<file path="src/mem_pkg.sv">
package mem_pkg;

    // operand size codes, code 3 is illegal
    localparam logic [1:0] SIZE_BYTE  = 2'd0;
    localparam logic [1:0] SIZE_WORD  = 2'd1;
    localparam logic [1:0] SIZE_DWORD = 2'd2;

    localparam int DATA_W = 32;

    // word memory geometry, the index is taken from address bits 9..2
    localparam int RAM_WORDS = 256;
    localparam int RAM_IDX_W = 8;

    // rep iteration counter
    localparam int COUNT_W = 16;

    // one read word, seen as a dword or as its byte and halfword lanes
    typedef union packed {
        logic [DATA_W-1:0]   dword;
        logic [3:0][7:0]     bytes;
        logic [1:0][15:0]    halves;
    } mem_word_u;

endpackage
</file>
<file path="src/mem_req_if.sv">
`timescale 1ns/10ps

interface mem_req_if;

    logic        valid;
    logic        ready;
    logic [31:0] addr;
    logic [1:0]  size;
    logic        last;

    // addr, size and last hold while valid is up and ready is low
    modport src (
        output valid,
        output addr,
        output size,
        output last,
        input  ready
    );

    modport dst (
        input  valid,
        input  addr,
        input  size,
        input  last,
        output ready
    );

endinterface

</file>
<file path="src/rep_sequencer.sv">
`timescale 1ns/10ps

module rep_sequencer (
    input  logic                      clk,
    input  logic                      rst_n_i,
    input  logic                      inst_valid_i,
    output logic                      inst_ready_o,
    input  logic [31:0]               inst_addr_i,
    input  logic [1:0]                inst_size_i,
    input  logic                      inst_is_rep_i,
    input  logic                      inst_dflag_i,
    input  logic [mem_pkg::COUNT_W-1:0] inst_count_i,
    mem_req_if.src                    req
);
    import mem_pkg::*;

    logic               busy_q;
    logic [COUNT_W-1:0] cnt_q;
    logic [31:0]        addr_q;
    logic [1:0]         size_q;
    logic               dflag_q;
    logic               inst_accept;
    logic               req_fire;
    logic [1:0]         align_mask;

    // address increment per load, same table as the x86 string ops
    function automatic logic [31:0] step_of(input logic [1:0] size, input logic dflag);
        logic [31:0] mag;
        case (size)
            SIZE_BYTE:  mag = 32'd1;
            SIZE_WORD:  mag = 32'd2;
            SIZE_DWORD: mag = 32'd4;
            default:    mag = 32'd0;
        endcase
        return dflag ? -mag : mag;
    endfunction

    assign inst_ready_o = !busy_q;
    assign inst_accept  = inst_valid_i && inst_ready_o;
    assign req_fire     = req.valid && req.ready;

    assign req.valid = busy_q;
    assign req.addr  = addr_q;
    assign req.size  = size_q;
    assign req.last  = (cnt_q == COUNT_W'(1));

    always_ff @(posedge clk or negedge rst_n_i) begin
        if (!rst_n_i) begin
            busy_q <= 1'b0;
            cnt_q  <= '0;
        end else if (inst_accept) begin
            // rep with a zero count never leaves idle
            busy_q <= !(inst_is_rep_i && (inst_count_i == '0));
            cnt_q  <= inst_is_rep_i ? inst_count_i : COUNT_W'(1);
        end else if (req_fire) begin
            if (req.last) begin
                busy_q <= 1'b0;
            end
            cnt_q <= cnt_q - 1'b1;
        end
    end

    always_ff @(posedge clk) begin
        if (inst_accept) begin
            addr_q  <= inst_addr_i;
            size_q  <= inst_size_i;
            dflag_q <= inst_dflag_i;
        end else if (req_fire) begin
            addr_q <= addr_q + step_of(size_q, dflag_q);
        end
    end

    always_comb begin
        case (inst_size_i)
            SIZE_WORD:  align_mask = 2'b01;
            SIZE_DWORD: align_mask = 2'b11;
            default:    align_mask = 2'b00;
        endcase
    end

    // every request the memory sees carries a legal size
    assert property (@(posedge clk) disable iff (!rst_n_i)
        req.valid |-> (req.size != 2'd3));

    assert property (@(posedge clk) disable iff (!rst_n_i)
        inst_accept |-> ((inst_addr_i[1:0] & align_mask) == 2'b00));

endmodule

</file>
<file path="src/flat_wrapper.sv">
// flat-port wrapper written by rule: the top's interface ports become plain ports
module rep_sequencer_flat import mem_pkg::*;
  (clk, rst_n_i, inst_valid_i, inst_ready_o, inst_addr_i, inst_size_i, inst_is_rep_i, inst_dflag_i, inst_count_i, req_valid, req_addr, req_size, req_last, req_ready);
  mem_req_if req_i ();
  input  logic clk;
  input  logic rst_n_i;
  input  logic inst_valid_i;
  output logic inst_ready_o;
  input  logic [31:0] inst_addr_i;
  input  logic [1:0] inst_size_i;
  input  logic inst_is_rep_i;
  input  logic inst_dflag_i;
  input  logic [mem_pkg::COUNT_W-1:0] inst_count_i;
  output wire logic [$bits(req_i.valid)-1:0] req_valid;
  output wire logic [$bits(req_i.addr)-1:0] req_addr;
  output wire logic [$bits(req_i.size)-1:0] req_size;
  output wire logic [$bits(req_i.last)-1:0] req_last;
  input wire logic [$bits(req_i.ready)-1:0] req_ready;
  assign req_valid = req_i.valid;
  assign req_addr = req_i.addr;
  assign req_size = req_i.size;
  assign req_last = req_i.last;
  assign req_i.ready = req_ready;
  rep_sequencer u_core (.clk(clk), .rst_n_i(rst_n_i), .inst_valid_i(inst_valid_i), .inst_ready_o(inst_ready_o), .inst_addr_i(inst_addr_i), .inst_size_i(inst_size_i), .inst_is_rep_i(inst_is_rep_i), .inst_dflag_i(inst_dflag_i), .inst_count_i(inst_count_i), .req(req_i));
endmodule
</file>
<file path="config.mk">
export PLATFORM = sky130hd
export DESIGN_NAME = rep_sequencer_flat
export DESIGN_NICKNAME = d
export VERILOG_FILES = /design/src/mem_pkg.sv /design/src/mem_req_if.sv /design/src/rep_sequencer.sv /design/src/flat_wrapper.sv
export SDC_FILE = /design/constraint.sdc
export NUM_CORES = 1
export LEC_CHECK = 0
export ABC_AREA = 1
export BUFFER_PORTS_ARGS = -buffer_cell sky130_fd_sc_hd__buf_2
export CORE_MARGIN = 1
export CORE_UTILIZATION = 61
export DETAILED_ROUTE_END_ITERATION = 8
export PLACE_DENSITY = 0.86
export SETUP_SLACK_MARGIN = 0.02
export SLEW_MARGIN = 20
export SYNTH_ARGS = -nofsm -noshare
export SYNTH_HDL_FRONTEND = slang
export SYNTH_SLANG_ARGS = --single-unit
</file>
<file path="constraint.sdc">
create_clock -name clk -period 4.4 [get_ports clk]
set_clock_uncertainty 0.1 [all_clocks]
set_input_delay 0.88 -clock clk [delete_from_list [all_inputs] [get_ports clk]]
set_output_delay 0.88 -clock clk [all_outputs]
set_load 0.02 [all_outputs]
</file>
Yosys cells after proc, flatten, opt, wreduce, memory -nomap -nowiden
Cells that the tools add are included.
W data, S select, Z words.

operators by class
  mux-type cells = 12
  reductions and logical operators = 10
  add/sub/neg operators = 3
  equality and inequality tests = 3

operators by type and width
  operator                 count
  $mux W32                 5
  $mux W16                 3
  $add A32 B32 Y32         1
  $neg A32 Y32             1
  $eq A16 B1 Y1 const B    1
  $logic_not A16 Y1        1
  $sub A16 B1 Y16 const B  1
  $pmux W3 S3              1
  $reduce_bool A2 Y1       2
  $logic_and A1 B1 Y1      3
  $mux W1                  3
  $eq A2 B1 Y1 const B     1
  $eq A2 B2 Y1 const B     1
  $logic_not A1 Y1         2
  $logic_not A2 Y1         1
  $reduce_and A2 Y1        1

word-level totals
  register bits = 52
  output and inout port bits = 37

Logic depth before layout (Yosys ltp)
  word-level depth = 9
  depth in mapped cells = 15
  mapped depth without buffers = 15

Worst setup path before layout
Ideal clock, no wire load.

  path kind = register to register
  start point = reg u_core.size_q[0], in the netlist u_core.req.size[0]
  end point = reg u_core.addr_q[13], in the netlist u_core.req.addr[13] (data pin)
  clock period less this slack = 2.748 ns
  data arrival time = 2.395 ns
  stages on the path, launching flop included = 14
  path slack = 1.652 ns
  path through = edfxtp_1 -> nand2_1 -> nand2_1 -> inv_1 -> ha_1 -> nand2_2 -> inv_2 -> nand2_2 -> inv_2 -> a21oi_1 -> nand2_2 -> or2_1 -> nand3_1 -> nand2_1

on the way
  longest elaborated chain between the ends = 9
  elaborated cells between the ends (all ways) = 11
  classes of those cells = add/sub (2); eq/ne (2); mux (6); reduce/logical (1)

ends and longest elaborated chain
  what                                        RTL line             RTL
  from (decl)                                 rep_sequencer.sv:20  logic [1:0] size_q;
  from (signal assigned)                      rep_sequencer.sv:66  size_q <= inst_size_i;
  $eq A2 B2 Y1, or another cell as far along  rep_sequencer.sv:29  case (size)
  $pmux W3 S3 (*)                             rep_sequencer.sv:29
  $mux W32 (*)                                rep_sequencer.sv:68  end else if (req_fire) begin
  $mux W32 (*)                                rep_sequencer.sv:64  if (inst_accept) begin
  $neg A32 Y32                                rep_sequencer.sv:35  return dflag ? -mag : mag;
  $mux W32 (*)                                rep_sequencer.sv:35
  $add A32 B32 Y32 (*)                        rep_sequencer.sv:69  addr_q <= addr_q + step_of(size_q, dflag_q);
  $mux W32 (*)                                rep_sequencer.sv:68
  $mux W32 (*)                                rep_sequencer.sv:64
  to (signal assigned)                        rep_sequencer.sv:65  addr_q <= inst_addr_i;
  to (signal assigned)                        rep_sequencer.sv:69
  to (decl)                                   rep_sequencer.sv:19  logic [31:0] addr_q;

Every way passes the cells marked *; elsewhere a longest branch is shown, timed or not. The select of a mux whose other input is x is not followed.
A chain may end at the register's enable or synchronous reset.

Worst setup path in the final report
Same ends and word-level chain as after synthesis.

==> results.md <==
- Post-route ant nets: 0
- Num rows: 32
- RSZ-0062 raised after global routing: no
- Power Dens Cells: 497 mW/mm^2
- Initial antenna violation count: 0
- Worst Path Max Fanout: 25
- Syn_nets: 896
- Number of hold buffers added after cts: 0
- TritonCTS Sinks: 52
- Area contributors post-synth: nand2_1, edfxtp_1, inv_1, dfrtp_1, ha_1
- Vias in the first global route: 5254
- First-pass GRT wire length: 23500 microns
- Number of enable flip-flop cells after synthesis: 35
- Final GP Congestion: 0.984
- Clk buf depth: 2
- WP buf/inv: 1
- Routed wire length: 14100 microns
- Layout cell share with drive strength beyond 1: 16.0%
- Unique masters post-synth: 38
- Vias: 5444
- Tmin final: 3.22 ns
- Leading area contributor after synthesis: nand2_1
- Max Cap Viol: 0
- Final Net Count: 988
- I/O Buffers: 92
- Iteration-0 DRC Markers: 396
- Fmax: 310 MHz
- Post_cts resized: 0
- Register-to-Register Path Depth: 13
- Setup TNS Final: 0 ns
- Slowest CP cell: inv_1
- CP required: 4.37 ns
- Hold Path Class: input pin to asynchronous set/reset pin
- Count leader, synth: nand2_1
- Status: finished clean
- CTS root buffer: clkbuf_8
- Total power: 2.86 mW
- CP peak stage delay: 0.70 ns
- Yosys reg bits: 52
- Avg Inst Size Synth: 6.31 sq um
- Top cell type's share of synthesized area: 22.7%
- Placed inst area: 0.00565 sq mm
- Initial core utilization: 64.5%
- Critical path launch point type: register
- Wire per inst: 14.1 microns
- Final Slew Violations: 0
- Mapped Area: 0.00509 sq mm
- GRT Resource Usage Total: 34.0%
- Area growth syn-to-layout: 13.0%
- CP arrival: 3.19 ns
- Sequential element share of the synthesized area: 29.0%
- DIE WIDTH: 93.3 microns
- Worst Max-Slew Pin Slew: 0.946 ns
- Post-DP HPWL: 11100 microns
- Worst R2R Setup Slack: 1.18 ns
- Core ar.: 0.00789 sq mm
- Clock latency at the later pin of the worst-skew pair: 0.32 ns
- Inst Count DP: 993
- Die H: 93.3 microns
- CTS clock-pin slew for the worst setup and hold paths: 0.12 ns
- CP top delay family: simple AND/OR/NAND/NOR gates
- Syn. warnings: 0
- Final Instance Area: 0.00575 sq mm
- Final setup margin: 1.18 ns
- Vias/cell: 5.44
- Post-Synthesis Cells: 806
- Setup CP Type: register to register
- Final hold vios: 0
- Worst VDD drop: 0.000299 V
- Crit end category: register
- Final setup vio count: 0
- Synth cell count leaders: nand2_1, inv_1, nor2_1
- # DRC: 0
- Fin cells: 1001
- Tcrit/Tclk final: 73.3%
- Pin count of the biggest net entering global routing: 30
- H-tree levels: 2
- CTS tree: built
- Drt pass-1 iters: 5
- Async S/R FF share, synth: 32.7%
- Top FF cell, synth: edfxtp_1
- Headroom to the max-slew limit: 36.8%
- End of the worst register-to-register path: u_core.req.addr[13]
- Ports: 93
- Gr ovfl total: 0
- Total CTS buffers: 5
- Most used cell, CP: nand2_1
- CP cell instances: nand2_1, nand2_1, inv_1, ha_1, nand2_1, nand2_1, nand2_1, nand2_1, a21oi_1, nand2_2, or2_1, nand3_1, nand2_1
- LEAKAGE: 3.23 nW
- Final core utilization: 72.9%
- Reg2Reg Launch Point: u_core.req.size[0]
- Worst hold slack: 0.376 ns
- Antenna cells: 0
- Setup WS pre-CTS: 1.24 ns
- Full die area: 0.00871 sq mm
- Postcts setup bufs: 0
-- placed cells by master, fill, tap and decap left out, drive strengths merged, types with 2 or more instances in the layout --
master  synthesis  layout
ha             33      33
nand4           6       6
nand3          56      56
xnor2           6       6
or2             7       7
nand3b          4       4
buf            10      97
o21ai          24      24
nor2           69      69
o211ai          2       2
a22oi           6       6
o311ai          2       2
clkinv          0       2
nor4            3       3
edfxtp         35      35
nand2         323     323
nor3            8       8
o21bai          3       3
a21oi          37      37
xor2            6       6
inv           141     142
a32oi           2       2
dfrtp          17      17
clkbuf          2       5
-- how the worst max path moves through the flow --
stage	startpoint	end	slack, ns	depth (start not counted)
CTS	u_core.req.size[0]	u_core.req.addr[13]	1.22	13
finish	u_core.req.size[0]	u_core.req.addr[13]	1.18	13
global route	u_core.req.size[0]	u_core.req.addr[13]	1.03	13
detailed placement	u_core.req.size[0]	u_core.req.addr[13]	1.24	13
global placement	u_core.req.size[0]	u_core.req.addr[13]	1.39	13
floorplan	u_core.req.size[0]	u_core.req.addr[13]	1.65	13
-- per-layer routing --
metal / part of all wire, % / GRT usage (%)
met1: 43 / 45.2
met2: 47 / 58.1
met3: 8.2 / 3.90
met4: 1.9 / 10.4
met5: 0 / 0
-- area by class of cell --
type                            instances  area, sq um
Sequential cell                        52         1480
Tap cell                              102          128
Fill cell                             682         2140
Multi-Input combinational cell        601         3020
Clock buffer                            5         68.8
Clock inverter                          3         26.3
Inverter                              141          529
Timing Repair Buffer                   97          498
-- report_power, final --
part | switching (mW) | leakage (nW) | internal, mW
Combinational | 1.12 | 2.65 | 0.576
Sequential | 0.120 | 0.533 | 0.737
Clock | 0.186 | 0.0487 | 0.117
Total | 1.43 | 3.23 | 1.43
-- cells by family after synthesis --
group / synth area share, %
DFF: 29.0
and+or+nand+nor: 40.0
adders and majority gates: 8.51
xor gates and xnor gates: 2.07
AOI/OAI and AO/OA: 8.88
buffers and inverters: 11.6
-- registers in the layout, summed over array words and instances, names as in the netlist --
register / count
u_core.cnt_q: 16
u_core.dflag_q: 1
u_core.req.addr: 32
u_core.req.size: 2
u_core.req.valid: 1
Note: power is estimated with default switching activity, not from simulation.
