### src/mem_pkg.sv
package mem_pkg;

    // operand size codes, code 3 is illegal
    localparam logic [1:0] SIZE_BYTE  = 2'd0;
    localparam logic [1:0] SIZE_WORD  = 2'd1;
    localparam logic [1:0] SIZE_DWORD = 2'd2;

    localparam int DATA_W = 32;

    // word memory geometry, the index is taken from address bits 9..2
    localparam int RAM_WORDS = 256;
    localparam int RAM_IDX_W = 8;

    // rep iteration counter
    localparam int COUNT_W = 16;

    // one read word, seen as a dword or as its byte and halfword lanes
    typedef union packed {
        logic [DATA_W-1:0]   dword;
        logic [3:0][7:0]     bytes;
        logic [1:0][15:0]    halves;
    } mem_word_u;

endpackage
### src/mem_rsp_if.sv
`timescale 1ns/10ps

interface mem_rsp_if;
    import mem_pkg::*;

    logic       valid;
    logic       ready;
    mem_word_u  word;
    logic [1:0] offset;
    logic [1:0] size;
    logic       last;

    modport src (
        output valid,
        output word,
        output offset,
        output size,
        output last,
        input  ready
    );

    modport dst (
        input  valid,
        input  word,
        input  offset,
        input  size,
        input  last,
        output ready
    );

endinterface

### src/load_align.sv
`timescale 1ns/10ps

module load_align (
    input  logic                       clk,
    input  logic                       rst_n_i,
    mem_rsp_if.dst                     rsp,
    output logic                       res_valid_o,
    input  logic                       res_ready_i,
    output logic [mem_pkg::DATA_W-1:0] res_data_o,
    output logic                       res_last_o
);
    import mem_pkg::*;

    logic [DATA_W-1:0] lane_data;
    logic [DATA_W-1:0] data_q [2];
    logic              last_q [2];
    logic              wr_ptr_q;
    logic              rd_ptr_q;
    logic [1:0]        count_q;
    logic              push;
    logic              pop;

    // pick the addressed lane and zero-extend it
    always_comb begin
        case (rsp.size)
            SIZE_BYTE:  lane_data = {24'd0, rsp.word.bytes[rsp.offset]};
            SIZE_WORD:  lane_data = {16'd0, rsp.word.halves[rsp.offset[1]]};
            default:    lane_data = rsp.word.dword;
        endcase
    end

    assign rsp.ready = (count_q != 2'd2);
    assign push      = rsp.valid && rsp.ready;
    assign pop       = res_valid_o && res_ready_i;

    always_ff @(posedge clk or negedge rst_n_i) begin
        if (!rst_n_i) begin
            wr_ptr_q <= 1'b0;
            rd_ptr_q <= 1'b0;
            count_q  <= 2'd0;
        end else begin
            if (push) begin
                wr_ptr_q <= !wr_ptr_q;
            end
            if (pop) begin
                rd_ptr_q <= !rd_ptr_q;
            end
            count_q <= count_q + {1'b0, push} - {1'b0, pop};
        end
    end

    always_ff @(posedge clk) begin
        if (push) begin
            data_q[wr_ptr_q] <= lane_data;
            last_q[wr_ptr_q] <= rsp.last;
        end
    end

    // head of the queue
    assign res_valid_o = (count_q != 2'd0);
    assign res_data_o  = data_q[rd_ptr_q];
    assign res_last_o  = last_q[rd_ptr_q];

    assert property (@(posedge clk) disable iff (!rst_n_i)
        (push && !pop) |=> (count_q <= 2'd2));

endmodule

### src/flat_wrapper.sv
// flat-port wrapper written by rule: the top's interface ports become plain ports
module load_align_flat import mem_pkg::*;
  (clk, rst_n_i, res_valid_o, res_ready_i, res_data_o, res_last_o, rsp_valid, rsp_word, rsp_offset, rsp_size, rsp_last, rsp_ready);
  mem_rsp_if rsp_i ();
  input  logic clk;
  input  logic rst_n_i;
  output logic res_valid_o;
  input  logic res_ready_i;
  output logic [mem_pkg::DATA_W-1:0] res_data_o;
  output logic res_last_o;
  input wire logic [$bits(rsp_i.valid)-1:0] rsp_valid;
  input wire logic [$bits(rsp_i.word)-1:0] rsp_word;
  input wire logic [$bits(rsp_i.offset)-1:0] rsp_offset;
  input wire logic [$bits(rsp_i.size)-1:0] rsp_size;
  input wire logic [$bits(rsp_i.last)-1:0] rsp_last;
  output wire logic [$bits(rsp_i.ready)-1:0] rsp_ready;
  assign rsp_i.valid = rsp_valid;
  assign rsp_i.word = rsp_word;
  assign rsp_i.offset = rsp_offset;
  assign rsp_i.size = rsp_size;
  assign rsp_i.last = rsp_last;
  assign rsp_ready = rsp_i.ready;
  load_align u_core (.clk(clk), .rst_n_i(rst_n_i), .rsp(rsp_i), .res_valid_o(res_valid_o), .res_ready_i(res_ready_i), .res_data_o(res_data_o), .res_last_o(res_last_o));
endmodule
### config.mk
export PLATFORM = sky130hd
export DESIGN_NAME = load_align_flat
export DESIGN_NICKNAME = d
export VERILOG_FILES = /design/src/mem_pkg.sv /design/src/mem_rsp_if.sv /design/src/load_align.sv /design/src/flat_wrapper.sv
export SDC_FILE = /design/constraint.sdc
export NUM_CORES = 1
export LEC_CHECK = 0
export ABC_CLOCK_PERIOD_IN_PS = 3200
export BUFFER_PORTS_ARGS = -buffer_cell sky130_fd_sc_hd__buf_2
export CAP_MARGIN = 0
export CELL_PAD_IN_SITES_DETAIL_PLACEMENT = 1
export CELL_PAD_IN_SITES_GLOBAL_PLACEMENT = 2
export CORE_AREA = 3 3 92 129
export CTS_BUF_LIST = sky130_fd_sc_hd__clkbuf_8
export CTS_CLUSTER_SIZE = 8
export DETAILED_ROUTE_END_ITERATION = 8
export DIE_AREA = 0 0 95 132
export PLACE_DENSITY_LB_ADDON = 0.3
export SLEW_MARGIN = 20
export SYNTH_ARGS = -nofsm -noshare
export SYNTH_HDL_FRONTEND = slang
export SYNTH_SLANG_ARGS = --single-unit
### constraint.sdc
create_clock -name clk -period 3.2 [get_ports clk]
set_input_delay 0.32 -clock clk [delete_from_list [all_inputs] [get_ports clk]]
set_output_delay 0.32 -clock clk [all_outputs]
set_load 0.1 [all_outputs]
---- After elaboration in Yosys (flattened, before gate mapping) ----
Memory sizes are Yosys's and may differ from the RTL's.
Cells that the tools add are included.
storage, ports and cells
  register bits after elaboration ......... 4
  latch bits .............................. 0
  bits in writable memories ............... 66
  ROM bits ................................ 0
  bits of input ports ..................... 41
  memories ................................ 2
memories
  name           depth  width  read ports  clocked after memory_dff  write ports  RTL line          text
  u_core.data_q  2      32     1           0                         1            load_align.sv:15  logic [DATA_W-1:0] data_q [2];
  u_core.last_q  2      1      1           0                         1            load_align.sv:16  logic last_q [2];
cells by class
  add/sub/neg operators ................... 2
  multiply operators ...................... 0
  divide/modulo/power cells ............... 0
  order comparisons ....................... 2
  eq/ne operators ......................... 2
  shift operators ......................... 0
  multiplexer cells ....................... 7
  bitwise gates (word level) .............. 0
  reductions and logical operators ........ 6
operator list
  cell                count
  $pmux 32 s2         1
  $mux 16             2
  $bmux 8 s2          1
  $mux 8              1
  $lt 2x3->1 const B  1
  $add 2x1->2         1
  $eq 2x1->1 const B  1
  $logic_and 1x1->1   2
  $logic_not 1->1     2
  $logic_not 2->1     1
  $lt 1x2->1 const B  1
  $mux 1              2
  $ne 2x2->1 const B  1
  $reduce_bool 2->1   1
  $sub 2x1->2         1

---- Longest topological paths before layout ----
Gate-level depths: netlist (run 1).
  word-level depth ........................ 4
  gate-level depth with buffers ........... 7
  depth with buffers taken out ............ 7

---- Worst setup path after synthesis (run 1) ----
OpenSTA, ideal clock, no wires.
  path kind ............................... reg-to-reg
  from .................................... reg u_core.count_q[0]
  to ...................................... mem u_core.data_q[0][0], enable pin
  setup time .............................. 0.423 ns
  arrival time ............................ 2.816 ns
  path slack .............................. -0.039 ns
  cell stages (with the launch flop) ...... 4
  buffers on the path ..................... 0
  cell sequence ........................... dfrtp_1 nand2b_1 nand2_1 nor2_1
between the ends
  longest elaborated chain between the ends .. 4
ends and longest elaborated chain
  what                          RTL line            text
  start, declared               load_align.sv:19    logic [1:0] count_q;
  start signal, assigned        load_align.sv:48    count_q <= count_q + {1'b0, push} - {1'b0, pop};
  $ne 2x2->1                    load_align.sv:32    assign rsp.ready = (count_q != 2'd2);
  via rsp_ready                 flat_wrapper.sv:16  output wire logic [$bits(rsp_i.ready)-1:0] rsp_ready;
  $logic_and 1x1->1             load_align.sv:33    assign push = rsp.valid && rsp.ready;
  $mux 1                        load_align.sv:53    if (push) begin
  $mux 1 (implied by the code)  load_align.sv:54    data_q[wr_ptr_q] <= lane_data;
  end, declared                 load_align.sv:15
The timed path passes the listed nets, and every way through them passes these cells.

---- Worst setup path after layout (run 1) ----
  from .................................... reg u_core.rd_ptr_q
  to ...................................... out res_data_o[21] in the netlist's numbering
between the ends
  longest elaborated chain between the ends .. 1
ends and longest elaborated chain
  what                    RTL line           text
  start, declared         load_align.sv:18   logic rd_ptr_q;
  start signal, assigned  load_align.sv:46   rd_ptr_q <= !rd_ptr_q;
  $mem_v2 2x32            -
  end, declared           flat_wrapper.sv:9  output logic [mem_pkg::DATA_W-1:0] res_data_o;
Every way passes these cells.

==> results of run 1 <==
-- metrics by stage --
| stage | hold slack, ns | util, % | area, um^2 | std cells | setup slack, ns |
|---|---|---|---|---|---|
| floorplan | 0.0244 | - | 3090 | 190 | 0.494 |
| global placement | 0.133 | 33.2 | 3610 | 399 | 1.26 |
| detailed placement | 0.135 | 33.2 | 3610 | 399 | 1.26 |
| CTS | 0.157 | 35.2 | 3820 | 416 | 0.948 |
| global route | 0.161 | 35.2 | 3820 | 416 | 0.899 |
| finish | 0.175 | 35.2 | 3820 | 416 | 1.01 |
-- synth_stat cells (all sizes together) (2+ instances only) --
cell	n	area, um^2
buf	6	36.3
inv	4	15.0
xnor2	3	26.3
a22o	8	75.1
nor2	9	51.3
clkbuf	3	21.3
nor2b	2	15.0
a221o	8	80.1
o21ai	4	20.0
and2	17	106
dfrtp	4	100
edfxtp	66	1980
nand2	5	18.8
mux2i	8	80.1
mux2	33	372
ha	2	25.0
-- flip-flops by register name (all words and copies together), names as in the netlist --
signal,cells
u_core.count_q,2
u_core.wr_ptr_q,1
u_core.last_q,2
u_core.rd_ptr_q,1
u_core.data_q,64
-- per-layer routing --
metal / share of wire (%) / GRT usage [%] / vias to the layer above / wire length (um)
met3: 5.6 / 2.97 / 11 / 398
met5: 0 / 0 / - / 0
met4: 2.5 / 7.22 / 0 / 177
met2: 52 / 20.4 / 55 / 3740
li1: - / - / 882 / -
met1: 40 / 14.4 / 918 / 2850
-- cell families after synthesis --
logic type	Yosys count	synth area share, %
DFF	70	67.4
muxes	41	14.6
and+or+nand+nor	39	7.66
AOI/OAI and AO/OA	21	6.03
buffers and inverters	13	2.35
xor gates and xnor gates	4	1.13
adders and majority gates	2	0.810
-- layout make-up --
class | instances | area [um^2] | share of cell area, %
Inverter | 4 | 15.0 | 0.393
Sequential cell | 70 | 2080 | 54.5
Tap cell | 141 | 176 | 4.62
Multi-Input combinational cell | 107 | 943 | 24.7
Clock inverter | 7 | 81.3 | 2.13
Timing Repair Buffer | 78 | 400 | 10.5
Clock buffer | 9 | 124 | 3.24
-- worst paths after layout --
kind / from / end / slack (ns) / depth (start not counted)
min in group asynchronous: rst_n_i / u_core.rd_ptr_q$_DFFE_PN0P_ / 0.32 / 2
worst min register to register: u_core.rd_ptr_q$_DFFE_PN0P_ / u_core.rd_ptr_q$_DFFE_PN0P_ / 0.50 / 1
max in group asynchronous: rst_n_i / u_core.wr_ptr_q$_DFFE_PN0P_ / 2.76 / 2
worst max register to register: u_core.count_q[1]$_DFF_PN0_ / u_core.data_q[0][13]$_DFFE_PP_ / 1.32 / 4
worst min-delay path: rsp_last / u_core.last_q[0]$_DFFE_PP_ / 0.18 / 1
worst max-delay path: u_core.rd_ptr_q$_DFFE_PN0P_ / res_data_o[21] / 1.01 / 3
-- what timing repair did --
item                      4_1_cts  5_1_grt
resized for setup               0        0
hold endpoints to repair        4        0
hold buffers                    1        0
==> results.json, run 1 <==
{
  "wl_um": 7160,
  "synth_area_um2": 3090,
  "dp_hpwl_um": 5050,
  "clock.fmax_mhz": 457,
  "overflow": 0,
  "post_cts_buffers": 0,
  "die_w_um": 95,
  "cts_sinks": 70,
  "coreArea_um2": 10900,
  "synth_edf_count": 66,
  "finalWeightedCongestion": 0.702,
  "hp-class": "in2reg",
  "endpoint_kind": "output pin",
  "port-buffer-count": 75,
  "cpPeakStageDelay_ns": 0.42,
  "drc_errors": 0,
  "clk_transition_reported_paths_ns": 0.07,
  "numCtsBuffers": 9,
  "dr.pass1.iters": 4,
  "num_vias": 1866,
  "synthFlopType": "edfxtp_1",
  "critical_path_buf_inv_count": 2,
  "grt_pass1_wl_um": 11200,
  "die_area_um2": 12500,
  "yosys_warnings": 0,
  "rsz0062_at_grt": "no",
  "root_buffer": "clkbuf_8",
  "antenna_found_initial": 0,
  "cp_max_fo": 32,
  "period_share_pct": 68.4,
  "clockBufferDepth": 2,
  "wire_per_inst_um": 17.2,
  "n_antenna_cell": 0,
  "layout_common_cells": "75 x buf_2, 66 x edfxtp_1, 33 x mux2_2",
  "fin_crit_ns": 2.19,
  "grtUsageTotal_pct": 12.4,
  "rows": 45,
  "final_layout_size_suffix_gt1_share_pct": 50.9,
  "path_cells": "buf_4, mux2_2, buf_2",
  "worstSetupPathType": "reg2out",
  "syn_inst": 190,
  "hold_viol_final": 0,
  "syn_area_per_cell_um2": 16.3,
  "setup_viol": 0,
  "outcome": "finished, final reports clean",
  "slew_headroom_pct": 46.0,
  "maxSlewViolCount": 0,
  "worstSetupStartpointType": "register",
  "grt_pass1_vias": 2027,
  "worst_pin_slew_ns": 0.810,
  "clk_latency_ns": 0.35,
  "cts_tree": "built",
  "drv_cap": 0,
  "finish.net_count": 313,
  "viasPerCell": 4.49,
  "grt_max_degree": 34,
  "cp_slowest_cell": "buf_4",
  "cp_top_family": "buffers and inverters",
  "syn2layout_area_growth_pct": 23.7,
  "start_util_pct": 28.4,
  "cp.arrival_ns": 1.87,
  "io_pins": 76,
  "clock_skew_ns": 0.00361,
  "ant_nets": 0,
  "syn_nets": 233,
  "cts_htree_levels": 3,
  "required_ns": 2.88,
  "ys_seq_area_share_pct": 67.4,
  "final_common_cell": "buf_2",
  "first_iter_violations": 68,
  "dieHeight_um": 132,
  "ys_seq_elements": 70,
  "ys_async_sr_fraction_pct": 5.71,
  "synth.distinct_cells": 29,
  "setup_tns_ns": 0,
  "fillers": 1183
}
Power of run 1 is left out: the tool's default activity adds up to more than one toggle a clock period on the data nets, which glitch-free logic cannot reach.
==> inputs of run 2 (changes only) <==
--- a/config.mk
+++ b/config.mk
@@ -5,7 +5,7 @@
 export SDC_FILE = /design/constraint.sdc
 export NUM_CORES = 1
 export LEC_CHECK = 0
-export ABC_CLOCK_PERIOD_IN_PS = 3200
+export ABC_CLOCK_PERIOD_IN_PS = 2100
 export BUFFER_PORTS_ARGS = -buffer_cell sky130_fd_sc_hd__buf_2
 export CAP_MARGIN = 0
 export CELL_PAD_IN_SITES_DETAIL_PLACEMENT = 1
==> constraint.sdc (replaced) <==
create_clock -name clk -period 2.1 [get_ports clk]
set_input_delay 0.21 -clock clk [delete_from_list [all_inputs] [get_ports clk]]
set_output_delay 0.21 -clock clk [all_outputs]
set_load 0.1 [all_outputs]
==> results.json, run 2 (synthesis results as in run 1) <==
{
  "clock_skew_ns": 0.00800,
  "dr.pass1.iters": 4,
  "port-buffer-count": 75,
  "outcome": "finished, final reports clean",
  "worst_pin_slew_ns": 0.516,
  "clock.fmax_mhz": 546,
  "cts_htree_levels": 3,
  "worstSetupPathType": "reg2out",
  "dp.cells": 403,
  "fin_crit_ns": 1.83,
  "setup_viol": 0,
  "hp-class": "in2reg",
  "overflow": 0,
  "clk_latency_ns": 0.34,
  "clk_transition_reported_paths_ns": 0.07,
  "dp_hpwl_um": 5170,
  "drv_cap": 0,
  "num_vias": 1875,
  "die_w_um": 95,
  "rsz0062_at_grt": "no",
  "endpoint_kind": "output pin",
  "cts.repair.resized": 0,
  "ant_nets": 0,
  "viasPerCell": 4.47,
  "period_share_pct": 87.1,
  "worstSetupStartpointType": "register",
  "grt_pass1_vias": 2064,
  "dieHeight_um": 132,
  "stdcell_count": 419,
  "root_buffer": "clkbuf_8",
  "start_util_pct": 28.4,
  "io_pins": 76,
  "grtUsageTotal_pct": 12.5,
  "maxSlewViolCount": 0,
  "rows": 45,
  "reg.largest.list": "u_core.data_q (64), u_core.count_q (2), u_core.last_q (2)",
  "required_ns": 1.89,
  "setup_tns_ns": 0,
  "post_cts_buffers": 0,
  "wire_per_inst_um": 17.4,
  "fin_hold_ws_ns": 0.0656,
  "drc_errors": 0,
  "final_layout_size_suffix_gt1_share_pct": 51.4,
  "cts_sinks": 70,
  "rrSetupSlack_ns": 0.28,
  "fillers": 1107,
  "clockBufferDepth": 2,
  "regMostFlops": "u_core.data_q",
  "hold_viol_final": 0,
  "largest_reg_flops": 64,
  "syn2layout_area_growth_pct": 39.8,
  "cp_max_fo": 24,
  "grt_max_degree": 34,
  "cts_tree": "built",
  "finalWeightedCongestion": 0.745,
  "first_iter_violations": 37,
  "final_common_cell": "edfxtp_1",
  "numCtsBuffers": 9,
  "finish.net_count": 317,
  "grt_pass1_wl_um": 11400,
  "antenna_found_initial": 1,
  "cp.arrival_ns": 1.62,
  "ctsHoldBuffers": 1,
  "coreArea_um2": 10900,
  "slew_headroom_pct": 65.6,
  "die_area_um2": 12500,
  "wl_um": 7310,
  "layout_common_cells": "66 x edfxtp_1, 42 x buf_2, 35 x buf_12",
  "n_antenna_cell": 0
}
[run 2: metal layers]
metal	up-vias	routed length [um]	GRT usage, %
met5	-	13	0
met4	2	173	6.50
met3	12	373	3.43
met2	52	3860	20.8
met1	922	2890	14.5
li1	887	-	-
[run 2: worst max-delay path: stages, from the launching register on]
cell     delay (ns)
dfrtp_1        0.35
buf_4          0.32
mux2_2         0.42
buf_12         0.17
[run 2: worst paths after layout]
check	start	endpoint	depth (start not counted)
max in group asynchronous	rst_n_i	u_core.count_q[0]$_DFF_PN0_	2
min reg2reg	u_core.count_q[1]$_DFF_PN0_	u_core.count_q[1]$_DFF_PN0_	1
max reg2reg	u_core.count_q[1]$_DFF_PN0_	u_core.count_q[1]$_DFF_PN0_	7
min	rsp_last	u_core.last_q[1]$_DFFE_PP_	1
min in group asynchronous	rst_n_i	u_core.wr_ptr_q$_DFFE_PN0P_	2
max	u_core.rd_ptr_q$_DFFE_PN0P_	res_data_o[10]	3
[run 2: metrics by stage]
step                      setup WS, ns  cell area [um^2]  util, %
final                            0.270              4320     39.7
after global routing             0.169              4320     39.7
after CTS                        0.213              4320     39.7
after detailed placement         0.279              4160     38.3
after global placement           0.377              4160     38.3
after floorplan                 0.0668              3100        -
[run 2: final cells by class]
class / instances / area (um^2) / area share (%)
clock buffer: 9 / 124 / 2.87
clock inverter: 6 / 25.0 / 0.579
inverter: 4 / 15.0 / 0.348
multi-input combinational: 107 / 946 / 21.9
sequential: 70 / 2080 / 48.2
tap: 141 / 176 / 4.08
timing repair buffer: 82 / 951 / 22.0
Power of run 2 is left out for the same reason.
